<file path="src/hdl/nnFormatPkg.sv">
package nnFormatPkg;

	// bit widths of the fixed-point formats.
	localparam int activationWidth = 16;
	localparam int weightWidth = 16;
	localparam int accumWidth = 32;

	// q16.16 back to q8.8.
	localparam int fracBits = 8;

	// q8.8 feature or neuron output.
	typedef logic signed [activationWidth-1:0] activationT;

	// q8.8 weight or bias.
	typedef logic signed [weightWidth-1:0] weightT;

	// q16.16 running sum of products.
	typedef logic signed [accumWidth-1:0] accumT;

	// saturation limit of the rectifier.
	localparam activationT activationMax = activationT'({1'b0, {(activationWidth-1){1'b1}}});

endpackage

</file>
<file path="src/hdl/nnShapePkg.sv">
package nnShapePkg;

	// layer sizes.
	localparam int inputCount = 8;
	localparam int hiddenCount = 4;
	localparam int classCount = 3;

	localparam int classIndexWidth = $clog2(classCount);

	typedef logic [classIndexWidth-1:0] classIndexT;

	// neuron n owns elements n*inCount up to n*inCount+inCount-1.
	typedef nnFormatPkg::weightT [inputCount*hiddenCount-1:0] hiddenWeightsT;
	typedef nnFormatPkg::weightT [hiddenCount-1:0] hiddenBiasT;

	typedef nnFormatPkg::weightT [hiddenCount*classCount-1:0] outputWeightsT;
	typedef nnFormatPkg::weightT [classCount-1:0] outputBiasT;

	// activation vectors between stages.
	typedef nnFormatPkg::activationT [inputCount-1:0] featureVecT;
	typedef nnFormatPkg::activationT [hiddenCount-1:0] hiddenVecT;
	typedef nnFormatPkg::activationT [classCount-1:0] scoreVecT;

endpackage

</file>
<file path="src/hdl/classSelect.sv">
`timescale 1ns/1ps

module classSelect (
	input logic clk,
	input logic reset,
	input logic scoreValid,
	input nnShapePkg::scoreVecT scores,
	input logic outReady,
	output logic advance,
	output logic outValid,
	output nnShapePkg::classIndexT classIndex,
	output nnFormatPkg::activationT score
);

	import nnFormatPkg::*;
	import nnShapePkg::*;

	classIndexT bestIndex;
	activationT bestScore;

	// strict compare keeps the lowest index on a tie.
	always_comb
	begin
		bestIndex = '0;
		bestScore = scores[0];
		for (int c = 1; c < classCount; c++)
		begin
			if ($signed(scores[c]) > $signed(bestScore))
			begin
				bestIndex = classIndexT'(c);
				bestScore = scores[c];
			end
		end
	end

	// whole pipeline moves unless a result is waiting.
	assign advance = !outValid || outReady;

	always_ff @(posedge clk)
	begin
		if (reset)
		begin
			outValid <= 1'b0;
		end
		else if (advance)
		begin
			outValid <= scoreValid;
		end
	end

	always_ff @(posedge clk)
	begin
		if (advance)
		begin
			classIndex <= bestIndex;
			score <= bestScore;
		end
	end

	resultStableWhileStalled: assert property (
		@(posedge clk) disable iff (reset)
		outValid && !outReady |=> $stable(classIndex) && $stable(score)
	);

endmodule

</file>
<file path="src/hdl/classifierNet.sv">
`timescale 1ns/1ps

module classifierNet #(
	// neuron 3 down to neuron 0, each from input 7 down to input 0.
	parameter nnShapePkg::hiddenWeightsT hiddenWeights = {
		16'sd416, -16'sd192, -16'sd96, 16'sd288,
		16'sd160, 16'sd224, 16'sd64, -16'sd320,
		16'sd96, 16'sd128, -16'sd288, 16'sd32,
		16'sd384, -16'sd192, 16'sd160, 16'sd256,
		16'sd224, -16'sd64, 16'sd352, 16'sd160,
		-16'sd256, 16'sd96, 16'sd288, -16'sd128,
		-16'sd160, 16'sd256, 16'sd128, -16'sd224,
		16'sd64, 16'sd320, -16'sd96, 16'sd192
	},
	parameter nnShapePkg::hiddenBiasT hiddenBias = {
		16'sd64, -16'sd32, 16'sd16, -16'sd48
	},
	// class 2 down to class 0, each from hidden 3 down to hidden 0.
	parameter nnShapePkg::outputWeightsT outputWeights = {
		16'sd256, -16'sd128, 16'sd192, -16'sd64,
		-16'sd96, 16'sd320, 16'sd64, 16'sd160,
		16'sd128, 16'sd96, -16'sd224, 16'sd288
	},
	parameter nnShapePkg::outputBiasT outputBias = {
		-16'sd24, -16'sd40, -16'sd16
	}
) (
	input logic clk,
	input logic reset,
	input logic inValid,
	output logic inReady,
	input nnShapePkg::featureVecT features,
	output logic outValid,
	input logic outReady,
	output nnShapePkg::classIndexT classIndex,
	output nnFormatPkg::activationT score
);

	import nnShapePkg::*;

	logic advance;
	logic hiddenValid;
	hiddenVecT hidden;
	logic scoreValid;
	scoreVecT scores;

	// input is only accepted when the pipe moves.
	assign inReady = advance;

	denseLayer #(
		.inCount(inputCount),
		.outCount(hiddenCount),
		.layerWeights(hiddenWeights),
		.layerBias(hiddenBias)
	) hiddenLayer (
		.clk(clk),
		.reset(reset),
		.advance(advance),
		.inValid(inValid),
		.inputs(features),
		.outValid(hiddenValid),
		.outputs(hidden)
	);

	denseLayer #(
		.inCount(hiddenCount),
		.outCount(classCount),
		.layerWeights(outputWeights),
		.layerBias(outputBias)
	) outputLayer (
		.clk(clk),
		.reset(reset),
		.advance(advance),
		.inValid(hiddenValid),
		.inputs(hidden),
		.outValid(scoreValid),
		.outputs(scores)
	);

	classSelect classSelect_i (
		.clk(clk),
		.reset(reset),
		.scoreValid(scoreValid),
		.scores(scores),
		.outReady(outReady),
		.advance(advance),
		.outValid(outValid),
		.classIndex(classIndex),
		.score(score)
	);

endmodule

</file>
<file path="src/hdl/denseLayer.sv">
`timescale 1ns/1ps

module denseLayer #(
	parameter int inCount = 8,
	parameter int outCount = 4,
	parameter nnFormatPkg::weightT [outCount*inCount-1:0] layerWeights = '0,
	parameter nnFormatPkg::weightT [outCount-1:0] layerBias = '0
) (
	input logic clk,
	input logic reset,
	input logic advance,
	input logic inValid,
	input nnFormatPkg::activationT [inCount-1:0] inputs,
	output logic outValid,
	output nnFormatPkg::activationT [outCount-1:0] outputs
);

	localparam int stageCount = 3;

	// one bit per neuron stage.
	logic [stageCount-1:0] validPipe;

	always_ff @(posedge clk)
	begin
		if (reset)
		begin
			validPipe <= '0;
		end
		else if (advance)
		begin
			validPipe <= {validPipe[stageCount-2:0], inValid};
		end
	end

	assign outValid = validPipe[stageCount-1];

	for (genvar n = 0; n < outCount; n++)
	begin : neuron
		denseNeuron #(
			.inCount(inCount),
			.neuronWeights(layerWeights[n*inCount +: inCount]),
			.neuronBias(layerBias[n])
		) neuron_i (
			.clk(clk),
			.reset(reset),
			.advance(advance),
			.inputs(inputs),
			.activation(outputs[n])
		);
	end

	// nothing leaks out of the pipe right after reset.
	validClearAfterReset: assert property (
		@(posedge clk)
		reset |=> !outValid
	);

endmodule

</file>
<file path="src/hdl/denseNeuron.sv">
`timescale 1ns/1ps

module denseNeuron #(
	parameter int inCount = 8,
	parameter nnFormatPkg::weightT [inCount-1:0] neuronWeights = '0,
	parameter nnFormatPkg::weightT neuronBias = '0
) (
	input logic clk,
	input logic reset,
	input logic advance,
	input nnFormatPkg::activationT [inCount-1:0] inputs,
	output nnFormatPkg::activationT activation
);

	import nnFormatPkg::*;

	activationT [inCount-1:0] inputReg;
	accumT weightedSum;
	accumT sumReg;
	accumT shiftedSum;

	// bias is lifted to q16.16 so it lines up with the products.
	always_comb
	begin
		weightedSum = accumT'($signed(neuronBias)) <<< fracBits;
		for (int i = 0; i < inCount; i++)
		begin
			weightedSum += accumT'($signed(inputReg[i])) * accumT'($signed(neuronWeights[i]));
		end
	end

	assign shiftedSum = sumReg >>> fracBits;

	// three stages: inputs, sum, rectified value.
	always_ff @(posedge clk)
	begin
		if (reset)
		begin
			inputReg <= '0;
			sumReg <= '0;
			activation <= '0;
		end
		else if (advance)
		begin
			inputReg <= inputs;
			sumReg <= weightedSum;
			if (shiftedSum < 0)
			begin
				activation <= '0;
			end
			else if (shiftedSum > accumT'(activationMax))
			begin
				activation <= activationMax;
			end
			else
			begin
				activation <= activationT'(shiftedSum);
			end
		end
	end

	// holds across stalls and reset release too.
	activationNonNegative: assert property (
		@(posedge clk) disable iff (reset)
		!activation[$bits(activationT)-1]
	);

endmodule

</file>
<file path="config.mk">
export PLATFORM = sky130hd
export DESIGN_NAME = classifierNet
export DESIGN_NICKNAME = d
export VERILOG_FILES = /design/src/hdl/nnFormatPkg.sv /design/src/hdl/nnShapePkg.sv /design/src/hdl/classSelect.sv /design/src/hdl/classifierNet.sv /design/src/hdl/denseLayer.sv /design/src/hdl/denseNeuron.sv
export SDC_FILE = /design/constraint.sdc
export NUM_CORES = 2
export LEC_CHECK = 0
export BUFFER_PORTS_ARGS = -buffer_cell sky130_fd_sc_hd__buf_2
export CAP_MARGIN = 20
export CELL_PAD_IN_SITES_DETAIL_PLACEMENT = 1
export CELL_PAD_IN_SITES_GLOBAL_PLACEMENT = 2
export CORE_MARGIN = 1.5
export CORE_UTILIZATION = 44
export DETAILED_ROUTE_END_ITERATION = 16
export PLACE_DENSITY = 0.95
export SETUP_SLACK_MARGIN = 0.5
export SYNTH_ARGS = -nofsm -noshare
export SYNTH_HDL_FRONTEND = slang
export SYNTH_SLANG_ARGS = --single-unit
</file>
<file path="constraint.sdc">
create_clock -name clk -period 17.6 [get_ports clk]
set_input_delay 3.52 -clock clk [delete_from_list [all_inputs] [get_ports clk]]
set_output_delay 3.52 -clock clk [all_outputs]
set_load 0.005 [all_outputs]
</file>
## Word level (Yosys, flattened, before mapping)

Cells that the tools add are included.

- $lt $le $gt $ge: 16
- Muxes and demuxes: 17
- Div/mod/pow operators: 0
- $add $sub $neg: 49
- Multipliers: 29
- Shift-type cells: 0
- Reduce and logical (&&, ||, !) cells: 2
- Eq/ne operators: 0
- Bitwise operators: 0

Operator list:

| cell | number |
|---|---|
| $add 32x25->32 | 9 |
| $mux 16 | 16 |
| $mul 16x4->20 const B | 12 |
| $add 32x24->32 | 7 |
| $mul 16x3->19 const B | 11 |
| $add 32x26->32 | 6 |
| $gt 24x16->1 const B | 7 |
| $lt 24x1->1 const B | 7 |
| $mul 16x5->21 const B | 6 |
| $add 32x22->32 | 3 |
| $add 32x32->32 | 3 |
| $add 14x32->32 const A | 2 |
| $add 15x32->32 const A | 2 |
| $add 32x23->32 | 2 |
| $neg 16->26 | 2 |
| $neg 16->25 | 2 |
| $add 13x32->32 const A | 1 |
| $add 16x32->32 const A | 1 |
| $add 31x24->32 | 1 |
| $gt 16x16->1 | 2 |
| $add 30x23->31 | 1 |
| $add 29x26->30 | 1 |
| $add 28x21->29 | 1 |
| $add 27x26->28 | 1 |
| 7 further kinds | 7 |

- Input bits: 132
- Flip-flop bits (word level): 553
- Logic and storage cells: 144
- Latch bits: 0
- Memories: 0
- Output and inout bits: 20
- Memory bits (writable): 0
- Memory bits (read-only): 0

## Depth between registers and ports, before layout

- Depth in word-level cells: 9
- Depth in mapped cells: 36
- Mapped depth without buffers: 36

## Cells and area by module

From an unflattened synthesis, not the netlist that was laid out.

- Cells, all modules: 10598
- Area, all modules: 95541.6 um^2

Modules (own cells, without submodules):

| module | area each (um^2) | times used | cells each | sequential area each (um^2) |
|---|---|---|---|---|
| denseNeuron at hiddenLayer.neuron[3].neuron_i | 19287.2 | 1 | 2148 | 3363.2 |
| denseNeuron at hiddenLayer.neuron[1].neuron_i | 17294.1 | 1 | 1945 | 3363.2 |
| denseNeuron at hiddenLayer.neuron[2].neuron_i | 15916.5 | 1 | 1717 | 3363.2 |
| denseNeuron at hiddenLayer.neuron[0].neuron_i | 15368.5 | 1 | 1674 | 3363.2 |
| denseNeuron at outputLayer.neuron[1].neuron_i | 9048.7 | 1 | 1048 | 2082.0 |
| denseNeuron at outputLayer.neuron[0].neuron_i | 8780.9 | 1 | 987 | 2082.0 |
| denseNeuron at outputLayer.neuron[2].neuron_i | 7621.1 | 1 | 838 | 2082.0 |
| classSelect | 2021.9 | 1 | 223 | 560.5 |
| denseLayer | 101.3 | 2 | 9 | 60.1 |

## Worst setup path before layout

OpenSTA, ideal clock, no wires.

- Path type: input port to output port
- Start point: in outReady
- End point: out inReady
- Buffers on the path: 3
- Data required time: 14.080 ns
- Path slack: 9.221 ns
- Data arrival time: 4.859 ns
- Cell stages on the path: 5
- Cell sequence: nor2b_1 -> clkbuf_1 -> inv_2 -> clkbuf_1 -> clkbuf_1

- Word-level cells in the longest chain between the ends: 1

Ends and longest elaborated chain:

| what | RTL line | text |
|---|---|---|
| from (decl) | classifierNet.sv:34 | `input logic outReady,` |
| $logic_or 1x1->1 | classSelect.sv:37 | `assign advance = !outValid \|\| outReady;` |
| to (decl) | classifierNet.sv:31 | `output logic inReady,` |

Every way passes these cells.

## Worst setup path in the final report

- Start point: reg hiddenLayer.neuron[0].neuron_i.inputReg[115] (netlist name)
- End point: reg hiddenLayer.neuron[0].neuron_i.sumReg[27]

- Word-level cells in the longest chain between the ends: 2

Ends and longest elaborated chain:

| what | RTL line | text |
|---|---|---|
| from (decl) | denseNeuron.sv:17 | `activationT [inCount-1:0] inputReg;` |
| from (signal assigned) | denseNeuron.sv:45 | `inputReg <= inputs;` |
| $mul 16x4->20 | denseNeuron.sv:28 | `weightedSum += accumT'($signed(inputReg[i])) * accumT'($signed(neuronWeights[i]));` |
| $add 32x25->32 | denseNeuron.sv:28 |  |
| to (signal assigned) | denseNeuron.sv:46 | `sumReg <= weightedSum;` |
| to (decl) | denseNeuron.sv:19 | `accumT sumReg;` |

Every way passes these cells.
A chain may end at the register's enable or synchronous reset.

==> results.json <==
{
  "ys_seq_elements": 497,
  "clock_latency_ns": 0.76,
  "initial_core_util": 0.443,
  "h-tree-depth": 2,
  "cp-start-kind": "flip-flop",
  "path_max_fanout": 8,
  "cts_resized": 0,
  "synth_cell_type_count": 82,
  "grt_pass1_vias": 65900,
  "layout-drive-gt1-share": 0.0416,
  "ys_seq_area_frac": 0.139,
  "cp-end-kind": "flip-flop",
  "numCtsBuffers": 61,
  "fillers": 19700,
  "avgViaCountPerCell": 5.51,
  "dieHeight_um": 410,
  "gp_congestion": 0.994,
  "area_growth_pct": 7.26,
  "yosysWarningCount": 0,
  "worstMarginPinSlew_ns": 1.13,
  "postCtsSetupRepairBufs": 0,
  "setup-tns-final_ns": 0,
  "max_freq_ghz": 0.108,
  "async_flop_share": 0,
  "cts_sinks": 497,
  "crit_slowest_cell": "o41ai_1",
  "port_buffers": 151,
  "drv_slew": 0,
  "final_nets": 10900,
  "crit_path_frequent_cell": "fa_1",
  "grt_max_degree": 125,
  "antenna_found_initial": 8,
  "period_share": 0.528,
  "relSlewSlack": 0.247,
  "core-area_um2": 165000,
  "critPathRequiredTime_ns": 18.26,
  "clk_pin_slew_ns": 0.06,
  "final_util": 0.475,
  "syn_inst": 8557,
  "clk_path_buf_depth": 3,
  "hold_viol": 0,
  "die_x_um": 410,
  "hold_path.class": "flip-flop to flip-flop",
  "grt_usage": 0.308,
  "ios": 152,
  "ff_latch_area_um2": 10100,
  "num_vias": 60000,
  "setup_violations": 0,
  "drt_iter0_markers": 3139,
  "grt_overflow": 0,
  "syn_nets": 10800,
  "grt_pass1_wl_um": 393000,
  "synth_flop_cell": "dfxtp_1",
  "wl_per_cell_um": 23.8,
  "ctsHoldBuffers": 0,
  "maxCapViolations": 0,
  "skew_ns": 0.0646,
  "num_rows": 149,
  "period_needed_ns": 9.29,
  "worstSetupPathType": "flip-flop to flip-flop",
  "root_buffer": "clkbuf_16",
  "drc": 0,
  "multiInputGateArea_um2": 56300,
  "synth_edf_count": 18,
  "crit_path_max_incr_delay_ns": 0.82,
  "hpwl_um": 224000,
  "first_pass_iters": 7,
  "wl_um": 259000,
  "status": "finished clean",
  "synth_area_um2": 73000,
  "cp.arrival_ns": 9.94,
  "cts_tree": "done",
  "syn_avg_cell_area_um2": 8.53,
  "rsz0062_at_grt": "no",
  "die_area_um2": 168000,
  "antenna_left": 0
}
-- logic make-up (layout without fill, tap and decap cells) --
group | after synthesis | in the layout | synth area share
adders and majority gates | 2119 | 2119 | 0.443
and+or+nand+nor | 1992 | 1992 | 0.122
buffers and inverters | 1756 | 1886 | 0.0903
AOI/OAI and AO/OA | 1539 | 1539 | 0.126
xor gates and xnor gates | 609 | 609 | 0.0735
DFF | 497 | 497 | 0.139
muxes | 45 | 45 | 0.00639
other | 0 | 4 | 0
-- layout by cell type (no fill, tap or decap), types with 100 or more instances in the layout --
cell type | netlist | routed
a21o_1 | 106 | 106
nand2_1 | 789 | 789
inv_1 | 1553 | 1553
xnor2_1 | 442 | 442
o21ai_0 | 136 | 136
a21oi_1 | 714 | 714
o21ai_1 | 146 | 146
nor3_1 | 227 | 227
ha_1 | 1330 | 1330
dfxtp_1 | 479 | 479
buf_2 | 2 | 151
nand3_1 | 100 | 100
nor2_1 | 521 | 520
xor2_1 | 164 | 164
fa_1 | 784 | 784
-- synth_stat cells (8+ instances only) --
cell type / n / area share
o21bai_1: 62 / 0.0064
o21ai_0: 136 / 0.0093
o21a_1: 58 / 0.0060
fa_1: 784 / 0.21
nor4_1: 27 / 0.0023
and2_1: 26 / 0.0022
nand4_1: 20 / 0.0017
o41ai_1: 16 / 0.0019
or3_1: 44 / 0.0038
ha_1: 1330 / 0.23
a21boi_0: 17 / 0.0017
edfxtp_1: 18 / 0.0074
o31ai_1: 20 / 0.0021
a211oi_1: 34 / 0.0035
o21ai_1: 146 / 0.010
or2_2: 24 / 0.0021
clkbuf_1: 179 / 0.0092
a21boi_1: 34 / 0.0035
nor2_1: 521 / 0.027
a211o_1: 15 / 0.0018
nand2b_1: 62 / 0.0053
a41oi_1: 12 / 0.0014
a311oi_1: 9 / 0.0011
dfxtp_1: 479 / 0.13
mux2i_1: 34 / 0.0047
o211ai_1: 24 / 0.0025
inv_1: 1553 / 0.080
o311a_1: 8 / 0.0011
o31a_1: 16 / 0.0019
nor2b_1: 83 / 0.0071
a21oi_1: 714 / 0.049
nor3_1: 227 / 0.016
xor2_1: 164 / 0.020
xnor2_1: 442 / 0.053
o2111ai_1: 10 / 0.0012
nand3_1: 100 / 0.0069
buf_1: 9 / 0.00046
and3_1: 24 / 0.0021
a21o_1: 106 / 0.011
nand2_1: 789 / 0.041
a31oi_1: 51 / 0.0044
-- registers in the layout (all words and copies together), names as in the netlist --
signal                                  flops
hiddenLayer.neuron.neuron_i.inputReg      128
outputLayer.validPipe                       3
hiddenLayer.neuron.neuron_i.sumReg         96
outputLayer.neuron.neuron_i.sumReg         72
hiddenLayer.neuron.neuron_i.activation     64
classSelect_i.score                        16
hiddenLayer.validPipe                       3
classSelect_i.outValid                      1
outputLayer.neuron.neuron_i.activation     48
classSelect_i.classIndex                    2
outputLayer.neuron.neuron_i.inputReg       64
-- final cells by class --
cell class,count,share of cell area
clock buffers,87,0.0223
well taps,2189,0.0350
inverters,1566,0.0752
diodes,4,0.000128
repair buffers,207,0.0153
flip-flops and latches,497,0.129
clock inverters,26,0.00374
multi-input cells,6304,0.719
-- per-stage QoR --
stage	worst slack (ns)	std cells	hold WS, ns	instance area, um2
2_1_floorplan	9.22	8557	0.425	73000
4_1_cts	8.27	10900	0.454	78300
3_5_place_dp	8.29	10800	0.445	76300
3_3_place_gp	8.47	10800	0.436	76300
5_1_grt	7.87	10900	0.467	78300
6_report	8.31	10900	0.451	78300
-- layer usage --
layer  GRT usage  vias up  wire, um  part of all wire
li1            -    28000         -                 -
met1       0.378    30200    108000              0.42
met2       0.546     1317    127000              0.49
met3      0.0378      486     12700             0.049
met4       0.122        8     11600             0.045
met5           0        -        49           0.00019
-- path summary, 6_finish.rpt --
kind	startpoint	to	slack (ns)	cells after the start
hold / removal	outputLayer.neuron[2].neuron_i.sumReg[28]$_SDFFE_PP0P_	outputLayer.neuron[2].neuron_i.sumReg[28]$_SDFFE_PP0P_	0.45	2
hold reg to reg	outputLayer.neuron[2].neuron_i.sumReg[28]$_SDFFE_PP0P_	outputLayer.neuron[2].neuron_i.sumReg[28]$_SDFFE_PP0P_	0.45	2
setup reg to reg	hiddenLayer.neuron[0].neuron_i.inputReg[115]$_SDFFE_PP0P_	hiddenLayer.neuron[0].neuron_i.sumReg[27]$_SDFFE_PP0P_	8.31	28
setup / recovery	hiddenLayer.neuron[0].neuron_i.inputReg[115]$_SDFFE_PP0P_	hiddenLayer.neuron[0].neuron_i.sumReg[27]$_SDFFE_PP0P_	8.31	28
-- critical path: cells and delay by family (launching register included) --
| family | cells | cell delay, ns |
|---|---|---|
| AOI/OAI and AO/OA | 11 | 3.10 |
| xor gates and xnor gates | 1 | 0.38 |
| adders and majority gates | 9 | 4.20 |
| buffers and inverters | 3 | 0.34 |
| DFF | 1 | 0.58 |
| and+or+nand+nor | 4 | 0.57 |
Power is not shown: default switching activity piles up to over one toggle a cycle in this logic, so the estimate is an artifact.
